File: src/hdl/alu_dpath_pkg.sv
// Shared definitions for the execution datapath
// Widths, the word type and the datapath opcode

package alu_dpath_pkg;

  ////////////////////////////////////////
  // Widths

  // Datapath width of the core
  localparam int xlen    = 32;
  // Shift amount taken from the low bits of op2
  localparam int shamt_w = 5;
  // One extra bit holds the sign of a difference
  localparam int adder_w = xlen + 1;

  // Operand, result and buffer word
  typedef logic [xlen-1:0] alu_word_t;

  ////////////////////////////////////////
  // Datapath opcode

  // One value per operation the shared units can perform
  typedef enum logic [4:0] {
    op_none,
    op_add,
    op_sub,
    op_xor,
    op_or,
    op_and,
    op_sll,
    op_srl,
    op_sra,
    op_slt,
    op_sltu,
    // Move of op2, used by lui and swap
    op_mvop2,
    op_max,
    op_min,
    op_maxu,
    op_minu,
    op_cmp_eq,
    op_cmp_ne,
    op_cmp_lt,
    op_cmp_gt,
    op_cmp_ltu,
    op_cmp_gtu
  } alu_op_e;

endpackage

File: src/hdl/alu_addsub.sv
// Shared adder
// Serves add, sub and every less-than style compare
// Bit 32 of the result flags op1 below op2 after a subtract

module alu_addsub (
  input  alu_dpath_pkg::alu_op_e             mux_op,
  input  alu_dpath_pkg::alu_word_t           mux_op1,
  input  alu_dpath_pkg::alu_word_t           mux_op2,
  output logic [alu_dpath_pkg::adder_w-1:0] adder_res
);

  import alu_dpath_pkg::*;

  logic               op_unsigned;
  logic               adder_sub;
  logic               adder_en;
  logic [adder_w-1:0] ext_op1;
  logic [adder_w-1:0] ext_op2;
  logic [adder_w-1:0] adder_in1;
  logic [adder_w-1:0] adder_in2;

  // Unsigned operations extend with zero, all others with the sign
  assign op_unsigned = (mux_op == op_sltu) || (mux_op == op_cmp_ltu)
                    || (mux_op == op_cmp_gtu) || (mux_op == op_maxu)
                    || (mux_op == op_minu);

  // Everything that compares is a subtract
  assign adder_sub = (mux_op == op_sub)
                  || (mux_op == op_slt) || (mux_op == op_sltu)
                  || (mux_op == op_max) || (mux_op == op_min)
                  || (mux_op == op_maxu) || (mux_op == op_minu)
                  || (mux_op == op_cmp_lt) || (mux_op == op_cmp_gt)
                  || (mux_op == op_cmp_ltu) || (mux_op == op_cmp_gtu);
  assign adder_en  = adder_sub || (mux_op == op_add);

  assign ext_op1 = {{(adder_w-xlen){~op_unsigned & mux_op1[xlen-1]}}, mux_op1};
  assign ext_op2 = {{(adder_w-xlen){~op_unsigned & mux_op2[xlen-1]}}, mux_op2};

  ////////////////////////////////////////
  // Gated adder

  // Idle adder sees zeros
  assign adder_in1 = {adder_w{adder_en}} & ext_op1;
  // Subtract as op1 + ~op2 + 1
  assign adder_in2 = {adder_w{adder_en}} & (adder_sub ? ~ext_op2 : ext_op2);

  assign adder_res = adder_in1 + adder_in2 + adder_sub;

endmodule

File: src/hdl/alu_dpath.sv
// Shared execution datapath of the core
// ALU, branch unit and AGU share one adder, shifter and logic unit
// Also holds the two AGU shared buffers

module alu_dpath (
  input  logic                     clk,
  input  logic                     rst_n,
  // Regular ALU
  input  logic                     alu_req_alu,
  input  logic                     alu_req_alu_add,
  input  logic                     alu_req_alu_sub,
  input  logic                     alu_req_alu_xor,
  input  logic                     alu_req_alu_sll,
  input  logic                     alu_req_alu_srl,
  input  logic                     alu_req_alu_sra,
  input  logic                     alu_req_alu_or,
  input  logic                     alu_req_alu_and,
  input  logic                     alu_req_alu_slt,
  input  logic                     alu_req_alu_sltu,
  input  logic                     alu_req_alu_lui,
  input  alu_dpath_pkg::alu_word_t alu_req_alu_op1,
  input  alu_dpath_pkg::alu_word_t alu_req_alu_op2,
  output alu_dpath_pkg::alu_word_t alu_req_alu_res,
  // Branch unit
  input  logic                     bjp_req_alu,
  input  logic                     bjp_req_alu_cmp_eq,
  input  logic                     bjp_req_alu_cmp_ne,
  input  logic                     bjp_req_alu_cmp_lt,
  input  logic                     bjp_req_alu_cmp_gt,
  input  logic                     bjp_req_alu_cmp_ltu,
  input  logic                     bjp_req_alu_cmp_gtu,
  input  logic                     bjp_req_alu_add,
  input  alu_dpath_pkg::alu_word_t bjp_req_alu_op1,
  input  alu_dpath_pkg::alu_word_t bjp_req_alu_op2,
  output logic                     bjp_req_alu_cmp_res,
  output alu_dpath_pkg::alu_word_t bjp_req_alu_add_res,
  // Address unit
  input  logic                     agu_req_alu,
  input  logic                     agu_req_alu_swap,
  input  logic                     agu_req_alu_add,
  input  logic                     agu_req_alu_and,
  input  logic                     agu_req_alu_or,
  input  logic                     agu_req_alu_xor,
  input  logic                     agu_req_alu_max,
  input  logic                     agu_req_alu_min,
  input  logic                     agu_req_alu_maxu,
  input  logic                     agu_req_alu_minu,
  input  alu_dpath_pkg::alu_word_t agu_req_alu_op1,
  input  alu_dpath_pkg::alu_word_t agu_req_alu_op2,
  output alu_dpath_pkg::alu_word_t agu_req_alu_res,
  // AGU shared buffers
  input  logic                     agu_sbf_0_ena,
  input  alu_dpath_pkg::alu_word_t agu_sbf_0_nxt,
  output alu_dpath_pkg::alu_word_t agu_sbf_0_r,
  input  logic                     agu_sbf_1_ena,
  input  alu_dpath_pkg::alu_word_t agu_sbf_1_nxt,
  output alu_dpath_pkg::alu_word_t agu_sbf_1_r
);

  import alu_dpath_pkg::*;

  alu_word_t          mux_op1;
  alu_word_t          mux_op2;
  alu_op_e            mux_op;
  alu_word_t          shift_res;
  logic [adder_w-1:0] adder_res;
  alu_word_t          dpath_res;
  logic               cmp_res;

  ////////////////////////////////////////
  // Shared units, names line up port to wire

  alu_req_mux    u_req_mux    (.*);
  alu_shifter    u_shifter    (.*);
  alu_addsub     u_addsub     (.*);
  alu_result_sel u_result_sel (.*);
  alu_sbf        u_sbf        (.*);

  // One result fans out to every requestor
  assign alu_req_alu_res     = dpath_res;
  assign agu_req_alu_res     = dpath_res;
  assign bjp_req_alu_add_res = dpath_res;
  assign bjp_req_alu_cmp_res = cmp_res;

endmodule

File: src/hdl/alu_req_mux.sv
// Requestor mux for the shared datapath
// Picks the active requestor's operands and turns its strobes into one opcode

module alu_req_mux (
  input  logic                    alu_req_alu,
  input  logic                    alu_req_alu_add,
  input  logic                    alu_req_alu_sub,
  input  logic                    alu_req_alu_xor,
  input  logic                    alu_req_alu_sll,
  input  logic                    alu_req_alu_srl,
  input  logic                    alu_req_alu_sra,
  input  logic                    alu_req_alu_or,
  input  logic                    alu_req_alu_and,
  input  logic                    alu_req_alu_slt,
  input  logic                    alu_req_alu_sltu,
  input  logic                    alu_req_alu_lui,
  input  alu_dpath_pkg::alu_word_t alu_req_alu_op1,
  input  alu_dpath_pkg::alu_word_t alu_req_alu_op2,
  input  logic                    bjp_req_alu,
  input  logic                    bjp_req_alu_cmp_eq,
  input  logic                    bjp_req_alu_cmp_ne,
  input  logic                    bjp_req_alu_cmp_lt,
  input  logic                    bjp_req_alu_cmp_gt,
  input  logic                    bjp_req_alu_cmp_ltu,
  input  logic                    bjp_req_alu_cmp_gtu,
  input  logic                    bjp_req_alu_add,
  input  alu_dpath_pkg::alu_word_t bjp_req_alu_op1,
  input  alu_dpath_pkg::alu_word_t bjp_req_alu_op2,
  input  logic                    agu_req_alu,
  input  logic                    agu_req_alu_swap,
  input  logic                    agu_req_alu_add,
  input  logic                    agu_req_alu_and,
  input  logic                    agu_req_alu_or,
  input  logic                    agu_req_alu_xor,
  input  logic                    agu_req_alu_max,
  input  logic                    agu_req_alu_min,
  input  logic                    agu_req_alu_maxu,
  input  logic                    agu_req_alu_minu,
  input  alu_dpath_pkg::alu_word_t agu_req_alu_op1,
  input  alu_dpath_pkg::alu_word_t agu_req_alu_op2,
  output alu_dpath_pkg::alu_word_t mux_op1,
  output alu_dpath_pkg::alu_word_t mux_op2,
  output alu_dpath_pkg::alu_op_e  mux_op
);

  import alu_dpath_pkg::*;

  logic [2:0]  req_vec;
  logic [10:0] alu_ops;
  logic [6:0]  bjp_ops;
  logic [8:0]  agu_ops;
  alu_op_e     alu_enc;
  alu_op_e     bjp_enc;
  alu_op_e     agu_enc;

  assign req_vec = {alu_req_alu, bjp_req_alu, agu_req_alu};
  // Operation strobes per requestor, in the same order as the encoders below
  assign alu_ops = {alu_req_alu_add, alu_req_alu_sub, alu_req_alu_xor, alu_req_alu_sll,
                    alu_req_alu_srl, alu_req_alu_sra, alu_req_alu_or, alu_req_alu_and,
                    alu_req_alu_slt, alu_req_alu_sltu, alu_req_alu_lui};
  assign bjp_ops = {bjp_req_alu_cmp_eq, bjp_req_alu_cmp_ne, bjp_req_alu_cmp_lt,
                    bjp_req_alu_cmp_gt, bjp_req_alu_cmp_ltu, bjp_req_alu_cmp_gtu,
                    bjp_req_alu_add};
  assign agu_ops = {agu_req_alu_swap, agu_req_alu_add, agu_req_alu_and, agu_req_alu_or,
                    agu_req_alu_xor, agu_req_alu_max, agu_req_alu_min, agu_req_alu_maxu,
                    agu_req_alu_minu};

  ////////////////////////////////////////
  // Operand select

  // AND-OR mux, all zero when idle
  assign mux_op1 = ({xlen{alu_req_alu}} & alu_req_alu_op1)
                 | ({xlen{bjp_req_alu}} & bjp_req_alu_op1)
                 | ({xlen{agu_req_alu}} & agu_req_alu_op1);
  assign mux_op2 = ({xlen{alu_req_alu}} & alu_req_alu_op2)
                 | ({xlen{bjp_req_alu}} & bjp_req_alu_op2)
                 | ({xlen{agu_req_alu}} & agu_req_alu_op2);

  ////////////////////////////////////////
  // Opcode encode

  always_comb begin
    alu_enc = op_none;
    bjp_enc = op_none;
    agu_enc = op_none;
    // Regular ALU, lui is a plain move of op2
    if (alu_req_alu_add)  alu_enc = op_add;
    if (alu_req_alu_sub)  alu_enc = op_sub;
    if (alu_req_alu_xor)  alu_enc = op_xor;
    if (alu_req_alu_sll)  alu_enc = op_sll;
    if (alu_req_alu_srl)  alu_enc = op_srl;
    if (alu_req_alu_sra)  alu_enc = op_sra;
    if (alu_req_alu_or)   alu_enc = op_or;
    if (alu_req_alu_and)  alu_enc = op_and;
    if (alu_req_alu_slt)  alu_enc = op_slt;
    if (alu_req_alu_sltu) alu_enc = op_sltu;
    if (alu_req_alu_lui)  alu_enc = op_mvop2;
    // Branch unit compares and target add
    if (bjp_req_alu_cmp_eq)  bjp_enc = op_cmp_eq;
    if (bjp_req_alu_cmp_ne)  bjp_enc = op_cmp_ne;
    if (bjp_req_alu_cmp_lt)  bjp_enc = op_cmp_lt;
    if (bjp_req_alu_cmp_gt)  bjp_enc = op_cmp_gt;
    if (bjp_req_alu_cmp_ltu) bjp_enc = op_cmp_ltu;
    if (bjp_req_alu_cmp_gtu) bjp_enc = op_cmp_gtu;
    if (bjp_req_alu_add)     bjp_enc = op_add;
    // Address unit, swap moves op2 like lui
    if (agu_req_alu_swap) agu_enc = op_mvop2;
    if (agu_req_alu_add)  agu_enc = op_add;
    if (agu_req_alu_and)  agu_enc = op_and;
    if (agu_req_alu_or)   agu_enc = op_or;
    if (agu_req_alu_xor)  agu_enc = op_xor;
    if (agu_req_alu_max)  agu_enc = op_max;
    if (agu_req_alu_min)  agu_enc = op_min;
    if (agu_req_alu_maxu) agu_enc = op_maxu;
    if (agu_req_alu_minu) agu_enc = op_minu;
  end

  // Only one requestor is ever active
  assign mux_op = alu_req_alu ? alu_enc :
                  bjp_req_alu ? bjp_enc :
                  agu_req_alu ? agu_enc : op_none;

  // The three requestor units arbitrate upstream, so never two at once
  always_comb begin
    a_one_requestor: assert final ($isunknown(req_vec) || $onehot0(req_vec));
    // The decoders upstream raise at most one strobe per request
    a_one_op: assert final ($isunknown(req_vec)
                            || ((!alu_req_alu || $onehot0(alu_ops))
                             && (!bjp_req_alu || $onehot0(bjp_ops))
                             && (!agu_req_alu || $onehot0(agu_ops))));
  end

endmodule

File: src/hdl/alu_result_sel.sv
// Result select for the shared datapath
// Holds the logic unit and derives compare, slt, max/min and move results,
// then picks the final result by a one-hot AND-OR

module alu_result_sel (
  input  alu_dpath_pkg::alu_op_e             mux_op,
  input  alu_dpath_pkg::alu_word_t           mux_op1,
  input  alu_dpath_pkg::alu_word_t           mux_op2,
  input  alu_dpath_pkg::alu_word_t           shift_res,
  input  logic [alu_dpath_pkg::adder_w-1:0] adder_res,
  output alu_dpath_pkg::alu_word_t           dpath_res,
  output logic                              cmp_res
);

  import alu_dpath_pkg::*;

  logic      xorer_en;
  logic      neq;
  logic      op1_lt_op2;
  logic      sel_addsub;
  logic      sel_shift;
  logic      sel_slttu;
  logic      sel_maxmin;
  logic      maxmin_op1;
  alu_word_t xorer_res;
  alu_word_t orer_res;
  alu_word_t ander_res;
  alu_word_t slttu_res;
  alu_word_t maxmin_res;

  ////////////////////////////////////////
  // Logic unit

  // The xor-er also checks eq and ne, so it is gated
  assign xorer_en  = (mux_op == op_xor) || (mux_op == op_cmp_eq) || (mux_op == op_cmp_ne);
  assign xorer_res = ({xlen{xorer_en}} & mux_op1) ^ ({xlen{xorer_en}} & mux_op2);
  // Too small to be worth gating
  assign orer_res  = mux_op1 | mux_op2;
  assign ander_res = mux_op1 & mux_op2;

  ////////////////////////////////////////
  // Compare

  assign neq        = |xorer_res;
  // Borrow out of the 33-bit subtract
  assign op1_lt_op2 = adder_res[xlen];

  // Greater is taken as not less
  always_comb begin
    case (mux_op)
      op_cmp_eq:  cmp_res = ~neq;
      op_cmp_ne:  cmp_res = neq;
      op_cmp_lt,
      op_cmp_ltu: cmp_res = op1_lt_op2;
      op_cmp_gt,
      op_cmp_gtu: cmp_res = ~op1_lt_op2;
      default:    cmp_res = 1'b0;
    endcase
  end

  // slt and sltu give 0 or 1
  assign slttu_res = {{(xlen-1){1'b0}}, op1_lt_op2};

  // On equal operands max keeps op1 and min keeps op2
  assign maxmin_op1 = (((mux_op == op_max) || (mux_op == op_maxu)) && !op1_lt_op2)
                   || (((mux_op == op_min) || (mux_op == op_minu)) && op1_lt_op2);
  assign maxmin_res = maxmin_op1 ? mux_op1 : mux_op2;

  ////////////////////////////////////////
  // Final select

  assign sel_addsub = (mux_op == op_add) || (mux_op == op_sub);
  // Shifter output is already zero for other opcodes
  assign sel_shift  = (mux_op == op_sll) || (mux_op == op_srl) || (mux_op == op_sra);
  assign sel_slttu  = (mux_op == op_slt) || (mux_op == op_sltu);
  assign sel_maxmin = (mux_op == op_max) || (mux_op == op_min)
                   || (mux_op == op_maxu) || (mux_op == op_minu);

  assign dpath_res = ({xlen{mux_op == op_or}}    & orer_res)
                   | ({xlen{mux_op == op_and}}   & ander_res)
                   | ({xlen{mux_op == op_xor}}   & xorer_res)
                   | ({xlen{sel_addsub}}         & adder_res[xlen-1:0])
                   | ({xlen{sel_shift}}          & shift_res)
                   | ({xlen{mux_op == op_mvop2}} & mux_op2)
                   | ({xlen{sel_slttu}}          & slttu_res)
                   | ({xlen{sel_maxmin}}         & maxmin_res);

endmodule

File: src/hdl/alu_sbf.sv
// Shared buffers for the AGU
// Two independent registers loaded on their own enables

module alu_sbf (
  input  logic                     clk,
  input  logic                     rst_n,
  input  logic                     agu_sbf_0_ena,
  input  logic                     agu_sbf_1_ena,
  input  alu_dpath_pkg::alu_word_t agu_sbf_0_nxt,
  input  alu_dpath_pkg::alu_word_t agu_sbf_1_nxt,
  output alu_dpath_pkg::alu_word_t agu_sbf_0_r,
  output alu_dpath_pkg::alu_word_t agu_sbf_1_r
);

  import alu_dpath_pkg::*;

  // Buffer 0
  always_ff @(posedge clk or negedge rst_n) begin
    if (!rst_n) begin
      agu_sbf_0_r <= '0;
    end else if (agu_sbf_0_ena) begin
      agu_sbf_0_r <= agu_sbf_0_nxt;
    end
  end

  // Buffer 1
  always_ff @(posedge clk or negedge rst_n) begin
    if (!rst_n) begin
      agu_sbf_1_r <= '0;
    end else if (agu_sbf_1_ena) begin
      agu_sbf_1_r <= agu_sbf_1_nxt;
    end
  end

  // AGU must drive both enables once out of reset
  a_ena_known: assert property (@(posedge clk) disable iff (!rst_n)
    !$isunknown({agu_sbf_0_ena, agu_sbf_1_ena}));

endmodule

File: src/hdl/alu_shifter.sv
// Shared shifter
// One left shifter does sll, and srl/sra through bit reversal

module alu_shifter (
  input  alu_dpath_pkg::alu_op_e   mux_op,
  input  alu_dpath_pkg::alu_word_t mux_op1,
  input  alu_dpath_pkg::alu_word_t mux_op2,
  output alu_dpath_pkg::alu_word_t shift_res
);

  import alu_dpath_pkg::*;

  logic               op_shift;
  logic               op_right;
  logic [shamt_w-1:0] sh_amt;
  alu_word_t          op1_rev;
  alu_word_t          sh_in;
  alu_word_t          sh_out;
  alu_word_t          srl_res;
  alu_word_t          fill_mask;

  assign op_shift = (mux_op == op_sll) || (mux_op == op_srl) || (mux_op == op_sra);
  assign op_right = (mux_op == op_srl) || (mux_op == op_sra);

  // Inputs held at zero outside shifts so the shifter does not toggle
  assign sh_amt  = {shamt_w{op_shift}} & mux_op2[shamt_w-1:0];
  // Right shifts become left shifts on the reversed word
  assign op1_rev = {<<{mux_op1}};
  assign sh_in   = {xlen{op_shift}} & (op_right ? op1_rev : mux_op1);

  assign sh_out  = sh_in << sh_amt;
  assign srl_res = {<<{sh_out}};

  // Ones where the shifted data lands and zeros in the vacated high bits
  assign fill_mask = {xlen{1'b1}} >> sh_amt;

  always_comb begin
    case (mux_op)
      op_sll:  shift_res = sh_out;
      op_srl:  shift_res = srl_res;
      // Sign of op1 fills the vacated bits
      op_sra:  shift_res = (srl_res & fill_mask) | ({xlen{mux_op1[xlen-1]}} & ~fill_mask);
      default: shift_res = '0;
    endcase
  end

endmodule

File: config.mk
export PLATFORM = sky130hd
export DESIGN_NAME = alu_dpath
export DESIGN_NICKNAME = d
export VERILOG_FILES = /design/src/hdl/alu_dpath_pkg.sv /design/src/hdl/alu_addsub.sv /design/src/hdl/alu_dpath.sv /design/src/hdl/alu_req_mux.sv /design/src/hdl/alu_result_sel.sv /design/src/hdl/alu_sbf.sv /design/src/hdl/alu_shifter.sv
export SDC_FILE = /design/constraint.sdc
export NUM_CORES = 1
export LEC_CHECK = 0
export BUFFER_PORTS_ARGS = -buffer_cell sky130_fd_sc_hd__buf_2
export CORE_ASPECT_RATIO = 2
export CORE_MARGIN = 3
export CORE_UTILIZATION = 25
export CTS_CLUSTER_DIAMETER = 80
export DETAILED_ROUTE_END_ITERATION = 6
export GPL_ROUTABILITY_DRIVEN = 0
export PLACE_DENSITY_LB_ADDON = 0.12
export SLEW_MARGIN = 20
export SYNTH_ARGS = -nofsm -noshare
export SYNTH_HDL_FRONTEND = slang
export SYNTH_SLANG_ARGS = --single-unit
File: constraint.sdc
create_clock -name clk -period 28.1 [get_ports clk]
set_clock_uncertainty 0.2 [all_clocks]
set_input_delay 5.62 -clock clk [delete_from_list [all_inputs] [get_ports clk]]
set_output_delay 5.62 -clock clk [all_outputs]
set_load 0.02 [all_outputs]
==> results.md <==
Status:
- The flow ran to the end, and the final reports show no timing, DRC or antenna violations.

Synth:
- The average instance in the mapped netlist occupies 6.99 µm².
- After synthesis, the cell types taking the most area are dfrtp_1 13%, a21oi_1 7.0%, mux2_2 6.1%.
- The largest total area in the synthesized netlist belongs to dfrtp_1.
- For this run, the leading register cell type out of synthesis is dfrtp_1.
- Counting flops and latches in the post-synthesis netlist gives 64.
- The number of flops mapped to enable cells by yosys is 0.
- The number of nets in the synthesized netlist is approximately 2000.
- In this run the cell area of the synthesized design comes to ~0.012 mm².
- The fraction of post-synthesis cell area in the top cell type by area is between 10% and 20%.
- The count of distinct cell types in the synthesized netlist is 85.
- In the synthesized netlist the async set-or-reset flop fraction comes to 100%.
- The yosys synthesis warning count is 0.
- The gate count of the mapped netlist is approximately 1700.
- For this run, the register share of the synthesized area comes to about an eighth.

CTS:
- In this run the number of H-tree levels came out at 3.
- Clock tree synthesis selected as its root buffer the cell clkbuf_16.
- The CTS sink count is 64.
- The number of buffers on the longest clock path is 2.
- The CTS clock-pin slew for the worst setup and hold paths is ~0.06 ns.
- The TritonCTS buffer count is 9.
- For this design, the CTS-stage hold fixing added 0 buffers.
- The number of gates given a new drive strength after cts is 0.
- The buffers inserted during post-CTS setup optimization is 0.
- The clock insertion delay at the later pin of the skew report is 0.34 ns.
- The TritonCTS clock tree is done.

Timing:
- The maximum achievable frequency is just over 50 MHz.
- After layout, the minimum clock period comes to a little under 20 ns.
- Setup repair after global routing left no endpoint under its margin.
- The final number of max-transition violations was 0.
- At the pin with the least slew margin, the transition time is between 1 and 1.5 ns.
- The final-report hold violation count is 0.
- The total setup violations reported at the end of the flow is 0.
- The final cycle utilization of the critical path is between 60% and 70%.
- The remaining max-slew budget at the tightest pin is 25.0%.
- After routing, the total negative slack on setup checks comes to 0 ns.

Placement:
- The detailed placer's ending HPWL is about 62 mm.
- The instance count after placement with tap cells included is roughly 2700.
- In this run the cell area measured after placement is roughly 0.015 mm².
- Port buffering added 450 buffers.

Floorplanning:
- The number of I/O pins is approximately 450.
- The effective utilization at floorplan is 25.3%.
- The floorplan step set the die height to 316 µm.
- The full die area is between 0.05 and 0.06 mm².
- The floorplan step defined a core boundary enclosing ~0.048 mm².
- Row generation in the floorplan step produced 113 rows.
- In this run the horizontal extent of the chip is 161 µm.

Cells and area:
- The commonest non-fill, non-tap cell in the layout is buf_2.
- Relative to the synthesized area, the layout overhead comes to 25.1%.
- The net count reported at finish is about 2400.
- The share of post-route cells with drive strength above 1 is between 30% and 40%.
- Once layout is complete, the utilization of the core stands at 31.6%.
- The top cell types in the final layout, fill and taps aside, are 450 x buf_2, 181 x nand2_1, 167 x a21oi_1.
- After routing the design area is 0.0150 mm².
- The count of non-filler cells in the finished layout is 2692.

Critical path:
- The end of the worst register-to-register path is u_sbf.agu_sbf_1_r[1].
- On the critical path, the stage with the largest delay is an instance of xnor2_4.
- The largest single stage delay on the critical path is approximately 0.73 ns.
- Counting stages on the worst path, the most repeated cell is buf_4.
- The data required time of the worst path is between 20 and 25 ns.
- The worst setup path is captured at a primary output.
- The depth of the most critical reg-to-reg path is 1.
- The worst setup path is of the in -> out kind.
- The type of origin of the critical path is an input pin.
- Tracing the worst setup path back leads to its startpoint at alu_req_alu.
- In this run the worst path has a maximum fanout of between 70 and 80.
- In this run the critical register-to-register path is launched from u_sbf.agu_sbf_1_r[1].
- The data arrival time of the critical path is between 10 and 15 ns.
- The setup slack of the worst register-to-register path is ~27 ns.

Global routing:
- Global routing finished with a remaining overflow of 0.
- The first-pass GRT wire length is between 100 and 150 mm.
- The initial antenna violation count is 4.
- The number of global-route vias before repair came to ~16000.
- Entering global routing, the biggest net connects 77 pins.
- For this run, the total global-route usage over all layers was measured as ~30%.

Power:
- For this design the total switching power over the nets is between 400 and 500 µW.
- Of the total power, registers draw between 10% and 20%.
- The internal portion of the total power is 347 µW.
- The power after layout is 774 µW.
- The part of the total power dissipated in the clock network is roughly 15%.
- Summed over all cells, the static leakage comes to ~6.6 nW.
- Across the VDD grid, the largest voltage drop is around 0.076 mV.
- Combinational cells account for between 70% and 80% of the total power.
- Power spread over the standard cell area amounts to roughly 52 mW/mm².
- The switching part of the total power is approximately 55%.

Routing:
- The DRC violations left is 0.
- The pre-antenna-repair detailed-routing pass consisted of 6 iterations.
- For this block, the initial DRC count from the detailed router was ~1700.
- The overall via count from detail_route is roughly 16000.
- The sum of routed wire length over all layers is between 80 and 90 mm.
- The post-detailed-route count of antenna-violating nets is 0.
- The via density per instance is roughly 6.
- Dividing the detail-routed wire length by the instance count gives ~30 µm.

Hold path:
- The path class of the tightest hold or removal check is reg -> reg.
- For hold timing, the worst endpoint is u_sbf.agu_sbf_0_r[26].
- The worst hold path begins at u_sbf.agu_sbf_0_r[26].
- Counting instances, the worst hold path has a depth of 1.

Flow run:
- The number of max-capacitance violations reported is 0.
-- logic make-up after synthesis --
family,Yosys count,synth area share (%)
mux,119,10.6
buf+inv,238,9.91
flops,64,13.3
xor+xnor,61,4.67
compound gates,634,35.7
fa+ha+maj,33,3.56
simple gates,568,22.2
-- cell usage after synthesis (14+ instances only) --
cell type and n:
a21oi_1 168, mux2i_1 54, o22ai_1 42, o21ai_0 118, inv_1 15, o221ai_1 16, a211oi_1 27, a32oi_1 18
nand2b_1 14, nand3_1 61, and2_1 31, buf_1 21, xor2_1 26, nand2_1 181, a31oi_1 18, mux2_2 65
a222oi_1 53, a221oi_1 19, nand4_1 18, o211ai_1 27, buf_2 29, nor2_1 150, clkbuf_1 105, a21o_1 14
ha_1 31, xnor2_1 33, nor3_1 40, buf_4 65, dfrtp_1 64, a22oi_1 18
-- cell type report --
cell class	instances	area, µm²
inverters	15	56.3
fillers	5296	32500
diodes	2	5.00
repair buffers	548	2990
clock buffers	11	243
well taps	632	791
clock inverters	5	56.3
multi-input cells	1415	9280
flip-flops and latches	64	1600
-- worst max-delay path by stage --
| stage | end | slack [ns] | cells past startpoint |
|---|---|---|---|
| global route | bjp_req_alu_add_res[29] | 8.21 | 28 |
| floorplan | alu_req_alu_res[17] | 10.24 | 27 |
| global placement | agu_req_alu_res[31] | 8.67 | 26 |
| detailed placement | agu_req_alu_res[31] | 8.48 | 27 |
| CTS | agu_req_alu_res[31] | 8.44 | 27 |
| finish | agu_req_alu_res[31] | 8.65 | 26 |
-- sequential cells by signal, summed over array words and instances (netlist names) --
signal and flops:
u_sbf.agu_sbf_0_r 32, u_sbf.agu_sbf_1_r 32
-- power by group through the flow --
stage / clock (mW) / sequential, mW / combinational (mW)
CTS: 0.117 / 0.106 / 0.537
finish: 0.113 / 0.106 / 0.555
global placement: 0 / 0.107 / 0.534
detailed placement: 0 / 0.107 / 0.535
floorplan: 0 / 0.119 / 0.346
global route: 0.120 / 0.107 / 0.585
-- critical path, delay by kind of cell --
| kind | cells | cell delay, ns |
|---|---|---|
| simple gates | 8 | 3.20 |
| compound gates | 7 | 1.35 |
| fa+ha+maj | 2 | 0.69 |
| buf+inv | 7 | 1.75 |
| xor+xnor | 2 | 0.99 |
-- per-stage QoR --
step	setup slack (ns)	hold slack [ns]
floorplan	10.24	0.436
global placement	8.67	0.285
detailed placement	8.48	0.290
CTS	8.44	0.309
global route	8.21	0.324
finish	8.65	0.303
-- metal layers --
metal | share of wire (%) | wire length (µm) | GRT usage, %
met5 | 0 | 0 | 0
met4 | 11 | 9060 | 27.1
met3 | 8.2 | 6580 | 6.07
met2 | 49 | 39000 | 53.3
met1 | 32 | 25700 | 29.6
No activity file was read; power rests on OpenSTA's default activity.
